$ cat src/hw/cmd_pkg.sv
// Shared constants for the command subsystem
// Frame magic, FIFO sizing, length and timeout limits, channel count
// Parser state encoding
`default_nettype none

package cmd_pkg;

	// Frame format
	localparam logic [7:0] CMD_MAGIC = 8'hAA;
	localparam int MAX_CMD_LEN = 63;    // Largest data length per frame

	// Command FIFO
	localparam int FIFO_DEPTH = 64;
	localparam int FIFO_AW = 6;         // Fill count is FIFO_AW+1 bits

	// Cycles to wait for the rest of a frame
	localparam int RECV_TIMEOUT = 255;

	// Channel bank, one mask bit per channel
	localparam int NUM_CHAN = 8;

	typedef enum logic [1:0]
	{
		ST_IDLE = 2'd0,   // Hunting for magic byte
		ST_LEN  = 2'd1,   // Length byte
		ST_WAIT = 2'd2,   // Frame still arriving
		ST_SEND = 2'd3    // Data bytes out to bank
	} parser_state_t;

endpackage

`default_nettype wire

$ cat src/hw/chan_cfg_bank.sv
// Channel configuration bank
// One byte register per channel, written under the mask, stalled by hold
`default_nettype none

module chan_cfg_bank
	import cmd_pkg::*;
(
	input  wire logic                  clk,
	input  wire logic                  rst_n,
	input  wire logic                  data_valid,
	input  wire logic [7:0]            cmd_mask,
	input  wire logic [7:0]            data,
	input  wire logic                  hold,
	output logic                       data_ack,
	output logic      [NUM_CHAN*8-1:0] cfg
);

	// Accept regardless of mask so zero-mask frames still drain
	assign data_ack = data_valid && !hold;

	always_ff @(posedge clk)
	begin
		if (!rst_n)
			cfg <= '0;
		else if (data_ack)
		begin
			for (int i = 0; i < NUM_CHAN; i++)
			begin
				if (cmd_mask[i])
					cfg[i*8 +: 8] <= data;    // Channel i byte
			end
		end
	end

endmodule

`default_nettype wire

$ cat src/hw/cmd_fifo.sv
// Single-clock byte FIFO
// Show-ahead read port, fill count, writes to a full FIFO are dropped
`default_nettype none

module cmd_fifo
	import cmd_pkg::*;
(
	input  wire logic               clk,
	input  wire logic               rst_n,
	input  wire logic               wr,
	input  wire logic [7:0]         wdata,
	input  wire logic               rd_req,
	output logic      [7:0]         q,
	output logic                    empty,
	output logic      [FIFO_AW:0]   used
);

	logic [7:0]         mem [0:FIFO_DEPTH-1];
	logic [FIFO_AW-1:0] wr_ptr;
	logic [FIFO_AW-1:0] rd_ptr;
	logic [FIFO_AW:0]   count;
	logic               full;
	logic               do_wr;
	logic               do_rd;

	assign full  = (count == (FIFO_AW+1)'(FIFO_DEPTH));
	assign empty = (count == '0);
	assign used  = count;

	assign do_wr = wr && !full;
	assign do_rd = rd_req && !empty;    // Pop on empty is ignored

	// Head byte always visible
	assign q = mem[rd_ptr];

	always_ff @(posedge clk)
	begin
		if (do_wr)
			mem[wr_ptr] <= wdata;
	end

	always_ff @(posedge clk)
	begin
		if (!rst_n)
		begin
			wr_ptr <= '0;
			rd_ptr <= '0;
			count  <= '0;
		end
		else
		begin
			if (do_wr)
				wr_ptr <= wr_ptr + 1'b1;    // Wraps at depth
			if (do_rd)
				rd_ptr <= rd_ptr + 1'b1;

			// Simultaneous push and pop leaves the count alone
			case ({do_wr, do_rd})
				2'b10:   count <= count + 1'b1;
				2'b01:   count <= count - 1'b1;
				default: count <= count;
			endcase
		end
	end

endmodule

`default_nettype wire

$ cat src/hw/cmd_parser_fsm.sv
// Command frame parser
// Finds the magic byte, checks the length, waits for the whole frame,
// then hands data bytes with the mask to the channel bank
`default_nettype none

module cmd_parser_fsm
	import cmd_pkg::*;
(
	input  wire logic               clk,
	input  wire logic               rst_n,
	input  wire logic [7:0]         q,
	input  wire logic               empty,
	input  wire logic [FIFO_AW:0]   used,
	output logic                    rd_req,
	output logic                    tmr_load,
	output logic                    tmr_run,
	input  wire logic               tmr_expired,
	output logic                    data_valid,
	output logic      [7:0]         cmd_mask,
	output logic      [7:0]         data,
	input  wire logic               data_ack,
	output logic                    cmd_done,
	output logic                    cmd_abort,
	output parser_state_t           state
);

	logic [FIFO_AW:0] len;       // Data bytes after the mask
	logic [FIFO_AW:0] need;      // Mask plus data
	logic [FIFO_AW:0] remain;
	logic [7:0]       mask;
	logic             len_ok;
	logic             frame_in;
	logic             consume;

	assign len_ok   = (q <= 8'(MAX_CMD_LEN));
	assign need     = len + 1'b1;
	assign frame_in = (used >= need);

	assign data_valid = (state == ST_SEND) && (remain != '0);
	assign consume    = data_valid && data_ack;
	assign cmd_mask   = data_valid ? mask : 8'h00;
	assign data       = q;

	// Timer only counts while the frame is still arriving
	assign tmr_load = (state == ST_LEN) && !empty && len_ok;
	assign tmr_run  = (state == ST_WAIT);

	always_comb
	begin
		case (state)
			ST_IDLE: rd_req = !empty;        // Discard until magic
			ST_LEN:  rd_req = !empty;
			ST_WAIT: rd_req = frame_in;      // Mask byte
			ST_SEND: rd_req = consume;
			default: rd_req = 1'b0;
		endcase
	end

	always_ff @(posedge clk)
	begin
		if (ST_WAIT == state && frame_in)
			mask <= q;
		if (ST_LEN == state && !empty)
			len <= q[FIFO_AW:0];
	end

	always_ff @(posedge clk)
	begin
		if (!rst_n)
		begin
			state     <= ST_IDLE;
			remain    <= '0;
			cmd_done  <= 1'b0;
			cmd_abort <= 1'b0;
		end
		else
		begin
			cmd_done  <= 1'b0;
			cmd_abort <= 1'b0;

			case (state)
				ST_IDLE:
					if (!empty && q == CMD_MAGIC)
						state <= ST_LEN;

				ST_LEN:
					if (!empty)
					begin
						if (len_ok)
							state <= ST_WAIT;
						else
						begin
							// Could never fit in the FIFO
							state     <= ST_IDLE;
							cmd_abort <= 1'b1;
						end
					end

				ST_WAIT:
					if (frame_in)
					begin
						remain <= len;
						state  <= ST_SEND;
					end
					else if (tmr_expired)
					begin
						state     <= ST_IDLE;
						cmd_abort <= 1'b1;
					end

				ST_SEND:
					if (remain == '0)
					begin
						state    <= ST_IDLE;
						cmd_done <= 1'b1;
					end
					else if (consume)
						remain <= remain - 1'b1;    // Held while hold is high

				default:
					state <= ST_IDLE;
			endcase
		end
	end

endmodule

`default_nettype wire

$ cat src/hw/cmd_subsys_top.sv
// Command subsystem top level
// Byte FIFO, receive timer, frame parser and channel bank
`default_nettype none

module cmd_subsys_top
	import cmd_pkg::*;
(
	input  wire logic                  clk,
	input  wire logic                  rst_n,
	input  wire logic [7:0]            cmd_in,
	input  wire logic                  cmd_wr,
	input  wire logic                  hold,
	output logic      [NUM_CHAN*8-1:0] cfg,
	output logic                       cmd_done,
	output logic                       cmd_abort,
	output parser_state_t              parser_state
);

	// FIFO read side
	logic [7:0]       fifo_q;
	logic             fifo_empty;
	logic [FIFO_AW:0] fifo_used;
	logic             rd_req;

	// Timer control
	logic tmr_load;
	logic tmr_run;
	logic tmr_expired;

	// Parser to bank
	logic       data_valid;
	logic [7:0] cmd_mask;
	logic [7:0] data;
	logic       data_ack;

	cmd_fifo u_fifo (
		.clk    (clk),
		.rst_n  (rst_n),
		.wr     (cmd_wr),
		.wdata  (cmd_in),
		.rd_req (rd_req),
		.q      (fifo_q),
		.empty  (fifo_empty),
		.used   (fifo_used)
	);

	recv_timer u_timer (
		.clk     (clk),
		.rst_n   (rst_n),
		.load    (tmr_load),
		.run     (tmr_run),
		.expired (tmr_expired)
	);

	cmd_parser_fsm u_parser (
		.clk         (clk),
		.rst_n       (rst_n),
		.q           (fifo_q),
		.empty       (fifo_empty),
		.used        (fifo_used),
		.rd_req      (rd_req),
		.tmr_load    (tmr_load),
		.tmr_run     (tmr_run),
		.tmr_expired (tmr_expired),
		.data_valid  (data_valid),
		.cmd_mask    (cmd_mask),
		.data        (data),
		.data_ack    (data_ack),
		.cmd_done    (cmd_done),
		.cmd_abort   (cmd_abort),
		.state       (parser_state)
	);

	chan_cfg_bank u_bank (
		.clk        (clk),
		.rst_n      (rst_n),
		.data_valid (data_valid),
		.cmd_mask   (cmd_mask),
		.data       (data),
		.hold       (hold),
		.data_ack   (data_ack),
		.cfg        (cfg)
	);

endmodule

`default_nettype wire

$ cat src/hw/recv_timer.sv
// Frame receive timer
// Down-counter loaded with the timeout, pulses expired when it runs out
`default_nettype none

module recv_timer
	import cmd_pkg::*;
(
	input  wire logic clk,
	input  wire logic rst_n,
	input  wire logic load,
	input  wire logic run,
	output logic      expired
);

	logic [7:0] cnt;

	always_ff @(posedge clk)
	begin
		if (!rst_n)
		begin
			cnt     <= '0;
			expired <= 1'b0;
		end
		else if (load)
		begin
			cnt     <= 8'(RECV_TIMEOUT);
			expired <= 1'b0;
		end
		else if (run)
		begin
			cnt     <= cnt - 1'b1;
			expired <= (cnt == '0);    // Passing zero
		end
		else
			expired <= 1'b0;           // Frozen outside the wait
	end

endmodule

`default_nettype wire

$ cat config.mk
export PLATFORM = sky130hd
export DESIGN_NAME = cmd_subsys_top
export DESIGN_NICKNAME = d
export VERILOG_FILES = /design/src/hw/cmd_pkg.sv /design/src/hw/chan_cfg_bank.sv /design/src/hw/cmd_fifo.sv /design/src/hw/cmd_parser_fsm.sv /design/src/hw/cmd_subsys_top.sv /design/src/hw/recv_timer.sv
export SDC_FILE = /design/constraint.sdc
export NUM_CORES = 1
export LEC_CHECK = 0
export BUFFER_PORTS_ARGS = -buffer_cell sky130_fd_sc_hd__clkbuf_2
export CAP_MARGIN = 20
export CORE_ASPECT_RATIO = 1.2
export CORE_MARGIN = 2
export CORE_UTILIZATION = 51
export CTS_CLUSTER_SIZE = 8
export DETAILED_ROUTE_END_ITERATION = 7
export HOLD_SLACK_MARGIN = 0.02
export PLACE_DENSITY_LB_ADDON = 0.3
export SETUP_SLACK_MARGIN = 0.3
export SYNTH_ARGS = -nofsm -noshare
export SYNTH_HDL_FRONTEND = slang
export SYNTH_SLANG_ARGS = --single-unit
$ cat constraint.sdc
create_clock -name clk -period 9.4 [get_ports clk]
set_clock_uncertainty 0.15 [all_clocks]
set_input_delay 1.88 -clock clk [delete_from_list [all_inputs] [get_ports clk]]
set_output_delay 1.88 -clock clk [all_outputs]
set_load 0.01 [all_outputs]
# Word level (Yosys, flattened, before mapping)
# Memories as Yosys holds them, arrays and structs flattened. A register that Yosys moved wholly into a read port is not among the register bits.
# Index checks and enable logic that the tools add are counted.
# totals
output_inout_bits	68
input_bits	12
n_memories	1
elab_cells	107
register_bits	118
ram_bits	512
# mem_list
name	depth	width	rd	rd_ports_with_merged_regs	wr	line_no	text
u_fifo.mem	64	8	1	1	1	cmd_fifo.sv:18	logic [7:0] mem [0:FIFO_DEPTH-1];
# op_classes
addsub	7
order_cmp	2
n_mux	26
bitwise	2
n_eq_ne	16
reduce_logical	34
# ops
op	n
$pmux W7 S2	2
$mux W8	3
$mux W7	3
$reduce_and A2 Y1	9
$add A7 B1 Y7 const B	2
$logic_not A7 Y1	2
$sub A7 B1 Y7 const B	2
$add A6 B1 Y6 const B	2
$mux W2	6
$mux W6	2
$logic_and A1 B1 Y1	10
$eq A8 B8 Y1 const B	1
$le A8 B6 Y1 const B	1
$logic_not A8 Y1	1
$pmux W2 S4	1
$reduce_and A4 Y1	2
$sub A8 B1 Y8 const B	1
$eq A7 B7 Y1 const B	1
$ge A7 B7 Y1	1
$mux W1	7
$reduce_bool A7 Y1	1
$eq A2 B2 Y1 const B	3
$ne A2 B1 Y1 const B	3
$ne A2 B2 Y1 const B	3
other kinds (12)	18

# Depth between registers and ports, before layout
# Gate-level depths: netlist of run 1.
# depth
ltp_word	8
ltp_mapped	21
ltp_nobuf	20

# Cells and area by module
# A second synthesis of run 1 with hierarchy kept.
# unflattened
cells_unflattened	1497
area_unflattened_um2	25678.4
# by_module_without_submodules
mod	area_each_um2	seq_area_each_um2	cells_per_inst	n_inst
cmd_fifo	21195.3	15875.2	1067	1
chan_cfg_bank	2422.3	1281.2	226	1
cmd_parser_fsm	1632.8	670.6	161	1
recv_timer	427.9	180.2	43	1

# Worst setup path before layout of run 1
# Ideal clock, no wire load.
# synth_timing
path_type	input port to flip-flop
start	input hold
end	register u_fifo.count[6], in the netlist u_fifo.used[6]
cell_stages	14
setup_ps	132
required_time_ps	9118
path_slack_ps	4277
t_arrival_ps	4841
n_path_buf	1
cell_sequence	nor2_1 > nor2_1 > a21oi_1 > ha_1 > buf_1 > xor2_1 > ha_1 > a21oi_1 > o21ai_0 > a221oi_1 > o21bai_1 > a222oi_1 > or3_1 > a21oi_1
# synth_between
elab_chain_cells	7
elab_cells_between_ends	9
cone_classes	eq/ne: 2; mux: 2; reduce/logical: 5
# synth_lines
item	line_no	text
start, declared	cmd_subsys_top.sv:12	input wire logic hold,
$logic_not A1 Y1 (*)	chan_cfg_bank.sv:19	assign data_ack = data_valid && !hold;
$logic_and A1 B1 Y1 (*)	chan_cfg_bank.sv:19	
$logic_and A1 B1 Y1 (*)	cmd_parser_fsm.sv:40	assign consume = data_valid && data_ack;
$pmux W1 S3 (*)	cmd_parser_fsm.sv:50	case (state)
$logic_and A1 B1 Y1 (*)	cmd_fifo.sv:31	assign do_rd = rd_req && !empty;
$eq A2 B1 Y1 or $eq A2 B2 Y1 (tied branches)	cmd_fifo.sv:58	case ({do_wr, do_rd})
$pmux W7 S2 or $reduce_bool A2 Y1 (tied branches)	n/a	
end signal, assigned	cmd_fifo.sv:59	2'b10: count <= count + 1'b1;
end signal, assigned	cmd_fifo.sv:60	2'b01: count <= count - 1'b1;
end signal, assigned	cmd_fifo.sv:61	default: count <= count;
end, declared	cmd_fifo.sv:21	logic [FIFO_AW:0] count;
# Mark *: on every way between the ends. The rest lies on a longest branch, timed or not.
# A chain may end at the register's enable or synchronous reset.

# Worst setup path after layout of run 1
# layout_timing
start	register u_parser.len[0]
end	register u_fifo.count[6], in the netlist u_fifo.used[6]
# layout_between
elab_chain_cells	6
elab_cells_between_ends	8
cone_classes	add/sub: 1; order compare: 1; eq/ne: 2; mux: 2; reduce/logical: 2
# layout_lines
item	line_no	text
start, declared	cmd_parser_fsm.sv:27	logic [FIFO_AW:0] len;
start signal, assigned	cmd_parser_fsm.sv:64	len <= q[FIFO_AW:0];
$add A7 B1 Y7 (*)	cmd_parser_fsm.sv:36	assign need = len + 1'b1;
$ge A7 B7 Y1 (*)	cmd_parser_fsm.sv:37	assign frame_in = (used >= need);
$pmux W1 S3 (*)	cmd_parser_fsm.sv:50	
$logic_and A1 B1 Y1 (*)	cmd_fifo.sv:31	
$eq A2 B1 Y1 or $eq A2 B2 Y1 (tied branches)	cmd_fifo.sv:58	
$pmux W7 S2 or $reduce_bool A2 Y1 (tied branches)	n/a	
# Marks and branches as above.

==> reports/qor.log, run 1 <==
INFO  worst_setup_path worst_r2r_startpoint=u_parser.len[0]$_DFFE_PP_
INFO  finish         number_of_antenna_diodes=0
INFO  floorplanning  chipHeight=247µm
INFO  sta            final.setup.worst_slack=4.36ns
INFO  logic_synthesis ys_warn_count=0
INFO  clock_tree     post_cts_hold_buffer_count=0
INFO  finish         drive_gt1_share=21.1%
INFO  floorplanning  initial_core_util=51.3%
INFO  worst_setup_path cp-end-kind=flip-flop
INFO  worst_setup_path r2r_end=u_fifo.used[6]$_SDFFE_PN0P_
INFO  finish         layout.area.seq=18000µm²
INFO  floorplanning  total_die_area=51100µm²
INFO  finish         finalInstanceArea=28600µm²
INFO  outcome        run_status=finished, final reports clean
INFO  logic_synthesis synth.top_cells.by_area=sky130_fd_sc_hd__edfxtp_1, sky130_fd_sc_hd__mux4_2, sky130_fd_sc_hd__dfxtp_1
INFO  clock_tree     cts_post_setup_buffers_inserted=0
INFO  detailed_routing finalWirelength=58600µm
INFO  worst_setup_path setup.worst_path.class=flip-flop to flip-flop
INFO  clock_tree     clockRootBuffer=sky130_fd_sc_hd__clkbuf_16
INFO  grt            antenna_found_initial=0
INFO  detailed_routing detail_route.iter0.violations=1436
INFO  sta            finalCritPeriodShare=53.7%
INFO  sta            tightestPinTransition=0.986ns
INFO  detailed_routing final_antenna_net_count=0
INFO  clock_tree     cts.path.max_buffers=3
INFO  grt            groute.usage.overall=23.6%
INFO  finish         multi_input_logic_area=6620µm²
INFO  sta            hold_viol_final=0
INFO  logic_synthesis yosysUniqueCellTypes=67
INFO  placed_design  io_buffer_count=79
INFO  logic_synthesis cell_accounting_for_the_most_synthesized_area=sky130_fd_sc_hd__edfxtp_1
INFO  worst_setup_path setup.reg_to_reg.worst_slack=4.36ns
INFO  hold_path      hold_path.startpoint=u_bank.cfg[47]$_SDFFE_PN0P_
INFO  power_and_ir_drop design_power_total=7.21mW
INFO  sta            rsz_0062_raised_after_global_routing=false
INFO  sta            max_slew_margin=33.0%
INFO  logic_synthesis portion_of_the_post_synthesis_area_used_by_sequential_elements=71.6%
INFO  hold_path      hold_class=flip-flop to flip-flop
INFO  sta            total_negative_setup_slack=0ns
INFO  detailed_routing total_drc_errors_in_the_routed_layout=0
INFO  clock_tree     cts_resized=0
INFO  worst_setup_path worst-endpoint-arrival=5.37ns
INFO  floorplanning  placeableCoreArea=49000µm²
INFO  sta            finalWorstPathRequiredPeriod=5.04ns
INFO  hold_path      whs_endpoint=u_bank.cfg[47]$_SDFFE_PN0P_
INFO  sta            final_max_slew_viol_count=0
INFO  grt            largest_net_degree_at_the_start_of_global_routing=92
INFO  logic_synthesis post_synth_edffs=527
INFO  clock_tree     clock_insertion_delay_worst_skew=0.63ns
INFO  grt            global_route.overflow_total=0
INFO  logic_synthesis synth.cell_area=25200µm²
INFO  placed_design  gp_routability_congestion=0.802
INFO  logic_synthesis netlist.area_leader.share=62.9%
INFO  finish         area_delta_synth_final=13.7%
INFO  sta            fmax=198MHz
INFO  worst_setup_path timing.reg2reg.worst_path_depth=20
INFO  placed_design  dp_slack=3.29ns
INFO  finish         design.final.nets=1660
INFO  finish         layout.filler_cells=3659
INFO  worst_setup_path critical_path_required=9.72ns
INFO  run            cap_violations=0
INFO  detailed_routing drt_pre_antenna_iters=6
INFO  power_and_ir_drop leakagePower=9.30nW
INFO  placed_design  dpl_cell_area=26100µm²
INFO  worst_setup_path critical_path.max_fanout=15
INFO  sta            setup-violations-final=0
INFO  logic_synthesis synth_common_cells=sky130_fd_sc_hd__edfxtp_1, sky130_fd_sc_hd__nand2_1, sky130_fd_sc_hd__nor2_1
INFO  logic_synthesis synth-async-reset-ratio=0%
INFO  clock_tree     tritoncts=done
INFO  detailed_routing vias=13885
INFO  floorplanning  die_w=207µm
INFO  logic_synthesis post-synth-top-count-cell=sky130_fd_sc_hd__edfxtp_1
INFO  grt            grt_first_pass_wirelength=87800µm
INFO  floorplanning  rows=89
INFO  detailed_routing detail_route.vias_per_cell=6.01
INFO  floorplanning  io_pins=80
INFO  power_and_ir_drop power_density=252nW/µm²
INFO  placed_design  post-dp-hpwl=34900µm
INFO  worst_setup_path worst_setup_path_start_kind=flip-flop
INFO  logic_synthesis synth.avg_cell_area=16.6µm²
INFO  logic_synthesis synth_seq_cells=636
INFO  clock_tree     clkTransAtPathRegs=0.05ns
INFO  detailed_routing post_drt_wl_per_cell=25.3µm
INFO  hold_path      holdPathStages=2
INFO  logic_synthesis netlist_instances=1516
INFO  clock_tree     clock_sink_count=636
INFO  logic_synthesis yosys_most_used_dff=sky130_fd_sc_hd__edfxtp_1
INFO  logic_synthesis mappedNetlistNets=1549
INFO  clock_tree     h-tree-depth=3
INFO  clock_tree     cts_inserted_buffers=89
INFO  grt            first_global_vias=14083
INFO  power_and_ir_drop vdd_ir_drop_max=161µV
[layer usage]
| metal | track usage [%] | part of all wire, % | vias to the layer above |
|---|---|---|---|
| li1 | - | - | 6098 |
| met1 | 30.4 | 39 | 7070 |
| met2 | 38.9 | 50 | 589 |
| met3 | 4.74 | 7.2 | 128 |
| met4 | 10.4 | 3.6 | 0 |
| met5 | 0 | 0 | - |
[worst max-delay path by stage]
stage	startpoint	end	slack, ns
after detailed placement	hold	u_fifo.used[6]$_SDFFE_PN0P_	3.29
after global routing	u_parser.len[0]$_DFFE_PP_	u_fifo.used[4]$_SDFFE_PN0P_	3.85
after global placement	hold	u_fifo.used[6]$_SDFFE_PN0P_	3.37
after CTS	hold	u_fifo.used[6]$_SDFFE_PN0P_	3.93
final	u_parser.len[0]$_DFFE_PP_	u_fifo.used[6]$_SDFFE_PN0P_	4.36
after floorplan	hold	u_fifo.used[6]$_SDFFE_PN0P_	4.28
[state kept, by name, summed over array words and instances, names as in the netlist, named ones only]
register and count:
u_timer.cnt 8, u_parser.cmd_abort 1, u_timer.expired 1, u_fifo.wr_ptr 6, u_parser.len 7, u_fifo.used 7
u_parser.mask 8, u_fifo.rd_ptr 6, u_fifo.mem 512, u_parser.remain 7, u_parser.state 2, u_bank.cfg 64
u_parser.cmd_done 1
[cell type report]
cell class	count	area share (%)
Clock buffer	136	8.70
Clock inverter	3	0.0743
Inverter	27	0.354
Multi-Input combinational cell	773	23.1
Sequential cell	636	63.0
Tap cell	637	2.79
Timing Repair Buffer	100	1.98
[cell usage in the layout, fill, tap and decap left out, types with 4 or more instances in the layout]
cell / Yosys / routed
sky130_fd_sc_hd__clkbuf_1: 42 / 43
sky130_fd_sc_hd__buf_4: 8 / 20
sky130_fd_sc_hd__a21oi_1: 71 / 71
sky130_fd_sc_hd__inv_1: 24 / 23
sky130_fd_sc_hd__mux4_2: 130 / 130
sky130_fd_sc_hd__a211oi_1: 34 / 34
sky130_fd_sc_hd__nor2_1: 139 / 139
sky130_fd_sc_hd__a221oi_1: 5 / 5
sky130_fd_sc_hd__nand2b_1: 7 / 7
sky130_fd_sc_hd__a22oi_1: 15 / 15
sky130_fd_sc_hd__xor2_1: 11 / 11
sky130_fd_sc_hd__nand3_1: 18 / 18
sky130_fd_sc_hd__ha_1: 21 / 21
sky130_fd_sc_hd__xnor2_1: 13 / 13
sky130_fd_sc_hd__mux2i_1: 22 / 21
sky130_fd_sc_hd__clkbuf_16: 0 / 93
sky130_fd_sc_hd__clkbuf_2: 0 / 79
sky130_fd_sc_hd__a31oi_1: 7 / 7
sky130_fd_sc_hd__and2_1: 11 / 11
sky130_fd_sc_hd__nor3_1: 4 / 4
sky130_fd_sc_hd__nand2_1: 149 / 149
sky130_fd_sc_hd__or3_1: 5 / 5
sky130_fd_sc_hd__edfxtp_1: 527 / 527
sky130_fd_sc_hd__nor2b_1: 15 / 15
sky130_fd_sc_hd__and3_1: 7 / 7
sky130_fd_sc_hd__dfxtp_1: 109 / 106
sky130_fd_sc_hd__o21ai_0: 14 / 14
sky130_fd_sc_hd__o221a_2: 4 / 4
sky130_fd_sc_hd__nor4_1: 5 / 5
[stage by stage]
stage	util, %	instances	hold slack, ns
floorplan	-	1516	0.295
global placement	53.3	2172	0.295
detailed placement	53.3	2172	0.298
CTS	58.4	2311	0.304
global route	58.4	2312	0.330
finish	58.4	2312	0.305
[power breakdown]
group          switching, mW  internal (mW)
clock                   1.12           1.79
sequential            0.0688           3.11
combinational          0.656          0.470
total                   1.84           5.37
[kinds of logic (layout without fill, tap and decap cells)]
| kind of cell | count (synthesis) | count (layout) | share of synthesized area (%) |
|---|---|---|---|
| simple gates | 378 | 378 | 6.55 |
| fa+ha+maj | 21 | 21 | 1.04 |
| xor+xnor | 24 | 24 | 0.836 |
| mux | 155 | 155 | 12.6 |
| flops | 636 | 636 | 71.6 |
| compound gates | 195 | 195 | 5.23 |
| buf+inv | 107 | 266 | 2.10 |
[worst max-delay path, stage by stage (launching register included)]
cell and delay [ns]:
sky130_fd_sc_hd__edfxtp_1 0.45, sky130_fd_sc_hd__ha_1 0.26, sky130_fd_sc_hd__and3_1 0.21, sky130_fd_sc_hd__nand3_1 0.10, sky130_fd_sc_hd__xor2_1 0.16, sky130_fd_sc_hd__ha_1 0.18, sky130_fd_sc_hd__a211o_1 0.12, sky130_fd_sc_hd__a21oi_1 0.04
sky130_fd_sc_hd__nor2_1 0.14, sky130_fd_sc_hd__nand3_1 0.20, sky130_fd_sc_hd__a21oi_1 0.56, sky130_fd_sc_hd__ha_1 0.59, sky130_fd_sc_hd__xor2_1 0.14, sky130_fd_sc_hd__ha_1 0.21, sky130_fd_sc_hd__a21oi_1 0.22, sky130_fd_sc_hd__o21ai_0 0.13
sky130_fd_sc_hd__a221oi_1 0.44, sky130_fd_sc_hd__o21bai_1 0.13, sky130_fd_sc_hd__a222oi_1 0.25, sky130_fd_sc_hd__or3_1 0.16, sky130_fd_sc_hd__a21oi_1 0.05
No activity file was read; power rests on OpenSTA's default activity.
==> run 2: changes to the inputs <==
--- a/config.mk
+++ b/config.mk
@@ -5,6 +5,7 @@
 export SDC_FILE = /design/constraint.sdc
 export NUM_CORES = 1
 export LEC_CHECK = 0
+export ABC_AREA = 1
 export BUFFER_PORTS_ARGS = -buffer_cell sky130_fd_sc_hd__clkbuf_2
 export CAP_MARGIN = 20
 export CORE_ASPECT_RATIO = 1.2
==> constraint.sdc (replaced) <==
create_clock -name clk -period 4.8 [get_ports clk]
set_clock_uncertainty 0.15 [all_clocks]
set_input_delay 0.96 -clock clk [delete_from_list [all_inputs] [get_ports clk]]
set_output_delay 0.96 -clock clk [all_outputs]
set_load 0.01 [all_outputs]
==> reports/qor.log, run 2 <==
INFO  placed_design  dpl_cell_area=27500µm² [was 26100 µm²]
INFO  logic_synthesis synth.avg_cell_area=10.6µm² [was 16.6 µm²]
INFO  finish         registers_with_the_most_flip_flops=u_fifo.mem (512), u_bank.cfg (64) [unchanged]
INFO  logic_synthesis yosysUniqueCellTypes=39 [was 67]
INFO  logic_synthesis post-synth-top-count-cell=sky130_fd_sc_hd__nand2_1 [was sky130_fd_sc_hd__edfxtp_1]
INFO  logic_synthesis portion_of_the_post_synthesis_area_used_by_sequential_elements=68.1% [was 71.6%]
INFO  sta            finalWorstPathRequiredPeriod=4.19ns [was 5.04 ns]
INFO  hold_path      hold_class=flip-flop to flip-flop [unchanged]
INFO  grt            first_global_vias=18034 [was 14083]
INFO  worst_setup_path setup.worst_path.class=flip-flop to flip-flop [unchanged]
INFO  sta            fmax=239MHz [was 198 MHz]
INFO  finish         layout.filler_cells=4102 [was 3659]
INFO  worst_setup_path cp-end-kind=flip-flop [unchanged]
INFO  worst_setup_path critical_path.max_stage_delay=0.39ns [was 0.59 ns]
INFO  grt            grt_first_pass_wirelength=102000µm [was 87800 µm]
INFO  run            cap_violations=0 [unchanged]
INFO  floorplanning  total_die_area=53700µm² [was 51100 µm²]
INFO  logic_synthesis yosys_most_used_dff=sky130_fd_sc_hd__edfxtp_1 [unchanged]
INFO  worst_setup_path worst-endpoint-arrival=4.60ns [was 5.37 ns]
INFO  detailed_routing vias=18604 [was 13885]
INFO  finish         drive_gt1_share=10.2% [was 21.1%]
INFO  finish         design.final.nets=2640 [was 1660]
INFO  clock_tree     h-tree-depth=3 [unchanged]
INFO  clock_tree     clkTransAtPathRegs=0.06ns [was 0.05 ns]
INFO  floorplanning  io_pins=80 [unchanged]
INFO  finish         regMostFlops=u_fifo.mem [unchanged]
INFO  detailed_routing drt_pre_antenna_iters=6 [unchanged]
INFO  worst_setup_path critical_path.max_fanout=7 [was 15]
INFO  grt            groute.usage.overall=25.1% [was 23.6%]
INFO  worst_setup_path critical_path.most_common_cell=sky130_fd_sc_hd__nand2_1
INFO  logic_synthesis ys_warn_count=0 [unchanged]
INFO  grt            largest_net_degree_at_the_start_of_global_routing=118 [was 92]
INFO  logic_synthesis synth.top_cells.by_area=sky130_fd_sc_hd__edfxtp_1, sky130_fd_sc_hd__nand2_1, sky130_fd_sc_hd__dfxtp_1 [was sky130_fd_sc_hd__edfxtp_1, sky130_fd_sc_hd__mux4_2, sky130_fd_sc_hd__dfxtp_1]
INFO  sta            final.hold.worst_slack=0.332ns [was 0.305 ns]
INFO  logic_synthesis cell_accounting_for_the_most_synthesized_area=sky130_fd_sc_hd__edfxtp_1 [unchanged]
INFO  sta            finalCritPeriodShare=87.2% [was 53.7%]
INFO  power_and_ir_drop power_density=525nW/µm² [was 252 nW/µm²]
INFO  worst_setup_path setup.reg_to_reg.worst_slack=0.61ns [was 4.36 ns]
INFO  logic_synthesis synth-async-reset-ratio=0% [unchanged]
INFO  floorplanning  rows=91 [was 89]
INFO  detailed_routing detail_route.vias_per_cell=5.58 [was 6.01]
INFO  logic_synthesis synth_seq_cells=636 [unchanged]
INFO  detailed_routing final_antenna_net_count=0 [unchanged]
INFO  hold_path      holdPathStages=2 [unchanged]
INFO  worst_setup_path critical_path_required=5.21ns [was 9.72 ns]
INFO  logic_synthesis mappedNetlistNets=2534 [was 1549]
INFO  sta            final_max_slew_viol_count=0 [unchanged]
INFO  finish         mostFrequentLayoutCell=sky130_fd_sc_hd__nand2_1 [was sky130_fd_sc_hd__edfxtp_1]
INFO  finish         finalInstanceArea=30100µm² [was 28600 µm²]
INFO  placed_design  io_buffer_count=79 [unchanged]
INFO  logic_synthesis netlist.area_leader.share=59.9% [was 62.9%]
INFO  finish         number_of_antenna_diodes=0 [unchanged]
INFO  logic_synthesis netlist_instances=2501 [was 1516]
INFO  worst_setup_path timing.reg2reg.worst_path_depth=25 [was 20]
INFO  floorplanning  die_w=212µm [was 207 µm]
INFO  sta            tightestPinTransition=1.05ns [was 0.986 ns]
INFO  clock_tree     cts.path.max_buffers=3 [unchanged]
INFO  clock_tree     post_cts_hold_buffer_count=0 [unchanged]
INFO  clock_tree     clockRootBuffer=sky130_fd_sc_hd__clkbuf_16 [unchanged]
INFO  sta            max_slew_margin=30.2% [was 33.0%]
INFO  logic_synthesis synth.cell_area=26400µm² [was 25200 µm²]
INFO  logic_synthesis post_synth_edffs=527 [unchanged]
INFO  floorplanning  chipHeight=253µm [was 247 µm]
INFO  placed_design  post-dp-hpwl=40700µm [was 34900 µm]
INFO  finish         largest_reg_flops=512 [unchanged]
INFO  sta            total_negative_setup_slack=0ns [unchanged]
INFO  power_and_ir_drop vdd_ir_drop_max=275µV [was 161 µV]
INFO  grt            antenna_found_initial=0 [unchanged]
INFO  worst_setup_path worst_setup_path_start_kind=flip-flop [unchanged]
INFO  finish         area_delta_synth_final=13.8% [was 13.7%]
INFO  clock_tree     clock_sink_count=636 [unchanged]
INFO  worst_setup_path r2r_end=u_fifo.used[6]$_SDFFE_PN0P_ [unchanged]
INFO  detailed_routing finalWirelength=66800µm [was 58600 µm]
INFO  power_and_ir_drop leakagePower=11.6nW [was 9.30 nW]
INFO  placed_design  gp_routability_congestion=0.920 [was 0.802]
INFO  floorplanning  placeableCoreArea=51400µm² [was 49000 µm²]
INFO  detailed_routing total_drc_errors_in_the_routed_layout=0 [unchanged]
INFO  floorplanning  initial_core_util=51.5% [was 51.3%]
INFO  clock_tree     clock_insertion_delay_worst_skew=0.63ns [about the same]
INFO  hold_path      hold_path.startpoint=u_fifo.rd_ptr[1]$_SDFFE_PN0N_ [was u_bank.cfg[47]$_SDFFE_PN0P_]
INFO  grt            global_route.overflow_total=0 [unchanged]
INFO  finish         mostFrequentLayoutCells=sky130_fd_sc_hd__nand2_1, sky130_fd_sc_hd__edfxtp_1, sky130_fd_sc_hd__nand3_1, sky130_fd_sc_hd__inv_1, sky130_fd_sc_hd__nor2_1 [was sky130_fd_sc_hd__edfxtp_1, sky130_fd_sc_hd__nand2_1, sky130_fd_sc_hd__nor2_1, sky130_fd_sc_hd__mux4_2, sky130_fd_sc_hd__dfxtp_1]
INFO  clock_tree     tritoncts=done [unchanged]
INFO  sta            setup-violations-final=0 [unchanged]
INFO  clock_tree     cts_inserted_buffers=89 [unchanged]
INFO  sta            hold_viol_final=0 [unchanged]
INFO  worst_setup_path worst_r2r_startpoint=u_parser.len[0]$_DFFE_PP_ [unchanged]
INFO  logic_synthesis synth_common_cells=sky130_fd_sc_hd__nand2_1, sky130_fd_sc_hd__edfxtp_1, sky130_fd_sc_hd__nand3_1 [was sky130_fd_sc_hd__edfxtp_1, sky130_fd_sc_hd__nand2_1, sky130_fd_sc_hd__nor2_1]
INFO  sta            rsz_0062_raised_after_global_routing=false [unchanged]
INFO  worst_setup_path startpoint=u_parser.len[0]$_DFFE_PP_ [unchanged]
INFO  outcome        run_status=finished, final reports clean [unchanged]
INFO  detailed_routing post_drt_wl_per_cell=20.0µm [was 25.3 µm]
INFO  worst_setup_path slowest_stage=sky130_fd_sc_hd__edfxtp_1 [was sky130_fd_sc_hd__ha_1]
INFO  detailed_routing detail_route.iter0.violations=1809 [was 1436]
## run 2: stage by stage
step	utilization, %	instances	worst slack, ns	total power, mW
floorplan	-	2501	0.828	8.95
global placement	53.6	3206	0.357	10.1
detailed placement	53.6	3206	0.214	10.2
CTS	58.4	3326	0.393	15.8
global route	58.6	3333	0.268	16.5
finish	58.6	3333	0.614	15.8
## run 2: layout make-up
class	instances	area [µm²]	area share, %
Clock buffer	114	2360	7.85
Multi-Input combinational cell	1561	7100	23.6
Clock inverter	6	104	0.345
Timing Repair Buffer	147	981	3.26
Sequential cell	636	18000	59.9
Inverter	172	652	2.17
Tap cell	697	872	2.90
## run 2: worst max-delay path, delay by kind of cell (launching register included)
family / cells / cell delay (ns)
buffers and inverters: 1 / 0.05
adder cells (fa/ha/maj): 4 / 0.96
AND/OR/NAND/NOR: 8 / 0.91
XOR/XNOR: 2 / 0.33
flip-flops: 1 / 0.39
AO/OA/AOI/OAI: 10 / 1.34
## run 2: what timing repair did
item                                    CTS  global route
pin swaps                                 0             3
buffers inserted                          0             6
endpoints found under the setup margin    1             2
resized for setup                         2             7
## run 2: worst max-delay path by stage
| stage | end | slack (ns) | cells past startpoint |
|---|---|---|---|
| after floorplan | u_fifo.used[6]$_SDFFE_PN0P_ | 0.83 | 26 |
| after global placement | u_fifo.used[6]$_SDFFE_PN0P_ | 0.36 | 25 |
| after detailed placement | u_fifo.used[6]$_SDFFE_PN0P_ | 0.21 | 25 |
| after CTS | u_fifo.used[6]$_SDFFE_PN0P_ | 0.39 | 25 |
| after global routing | u_fifo.used[6]$_SDFFE_PN0P_ | 0.27 | 25 |
| final | u_fifo.used[6]$_SDFFE_PN0P_ | 0.61 | 25 |
## run 2: per-layer routing
layer | vias up | wire, µm | track usage [%]
li1 | 8720 | - | -
met4 | 0 | 2840 | 12.2
met3 | 173 | 5090 | 4.48
met5 | - | 0 | 0
met2 | 826 | 33300 | 42.9
met1 | 8885 | 25500 | 30.9
## run 2: kinds of logic after synthesis
logic type / Yosys count / synth area share [%]
compound gates: 195 / 3.92
xor+xnor: 20 / 0.663
fa+ha+maj: 21 / 0.994
buf+inv: 304 / 5.13
flops: 636 / 68.1
simple gates: 1325 / 21.2
## run 2: where the power goes
part           internal [mW]  switching, mW  leakage [nW]
combinational           1.09           2.84          4.80
sequential              6.12          0.136          5.62
clock                   3.44           2.18          1.19
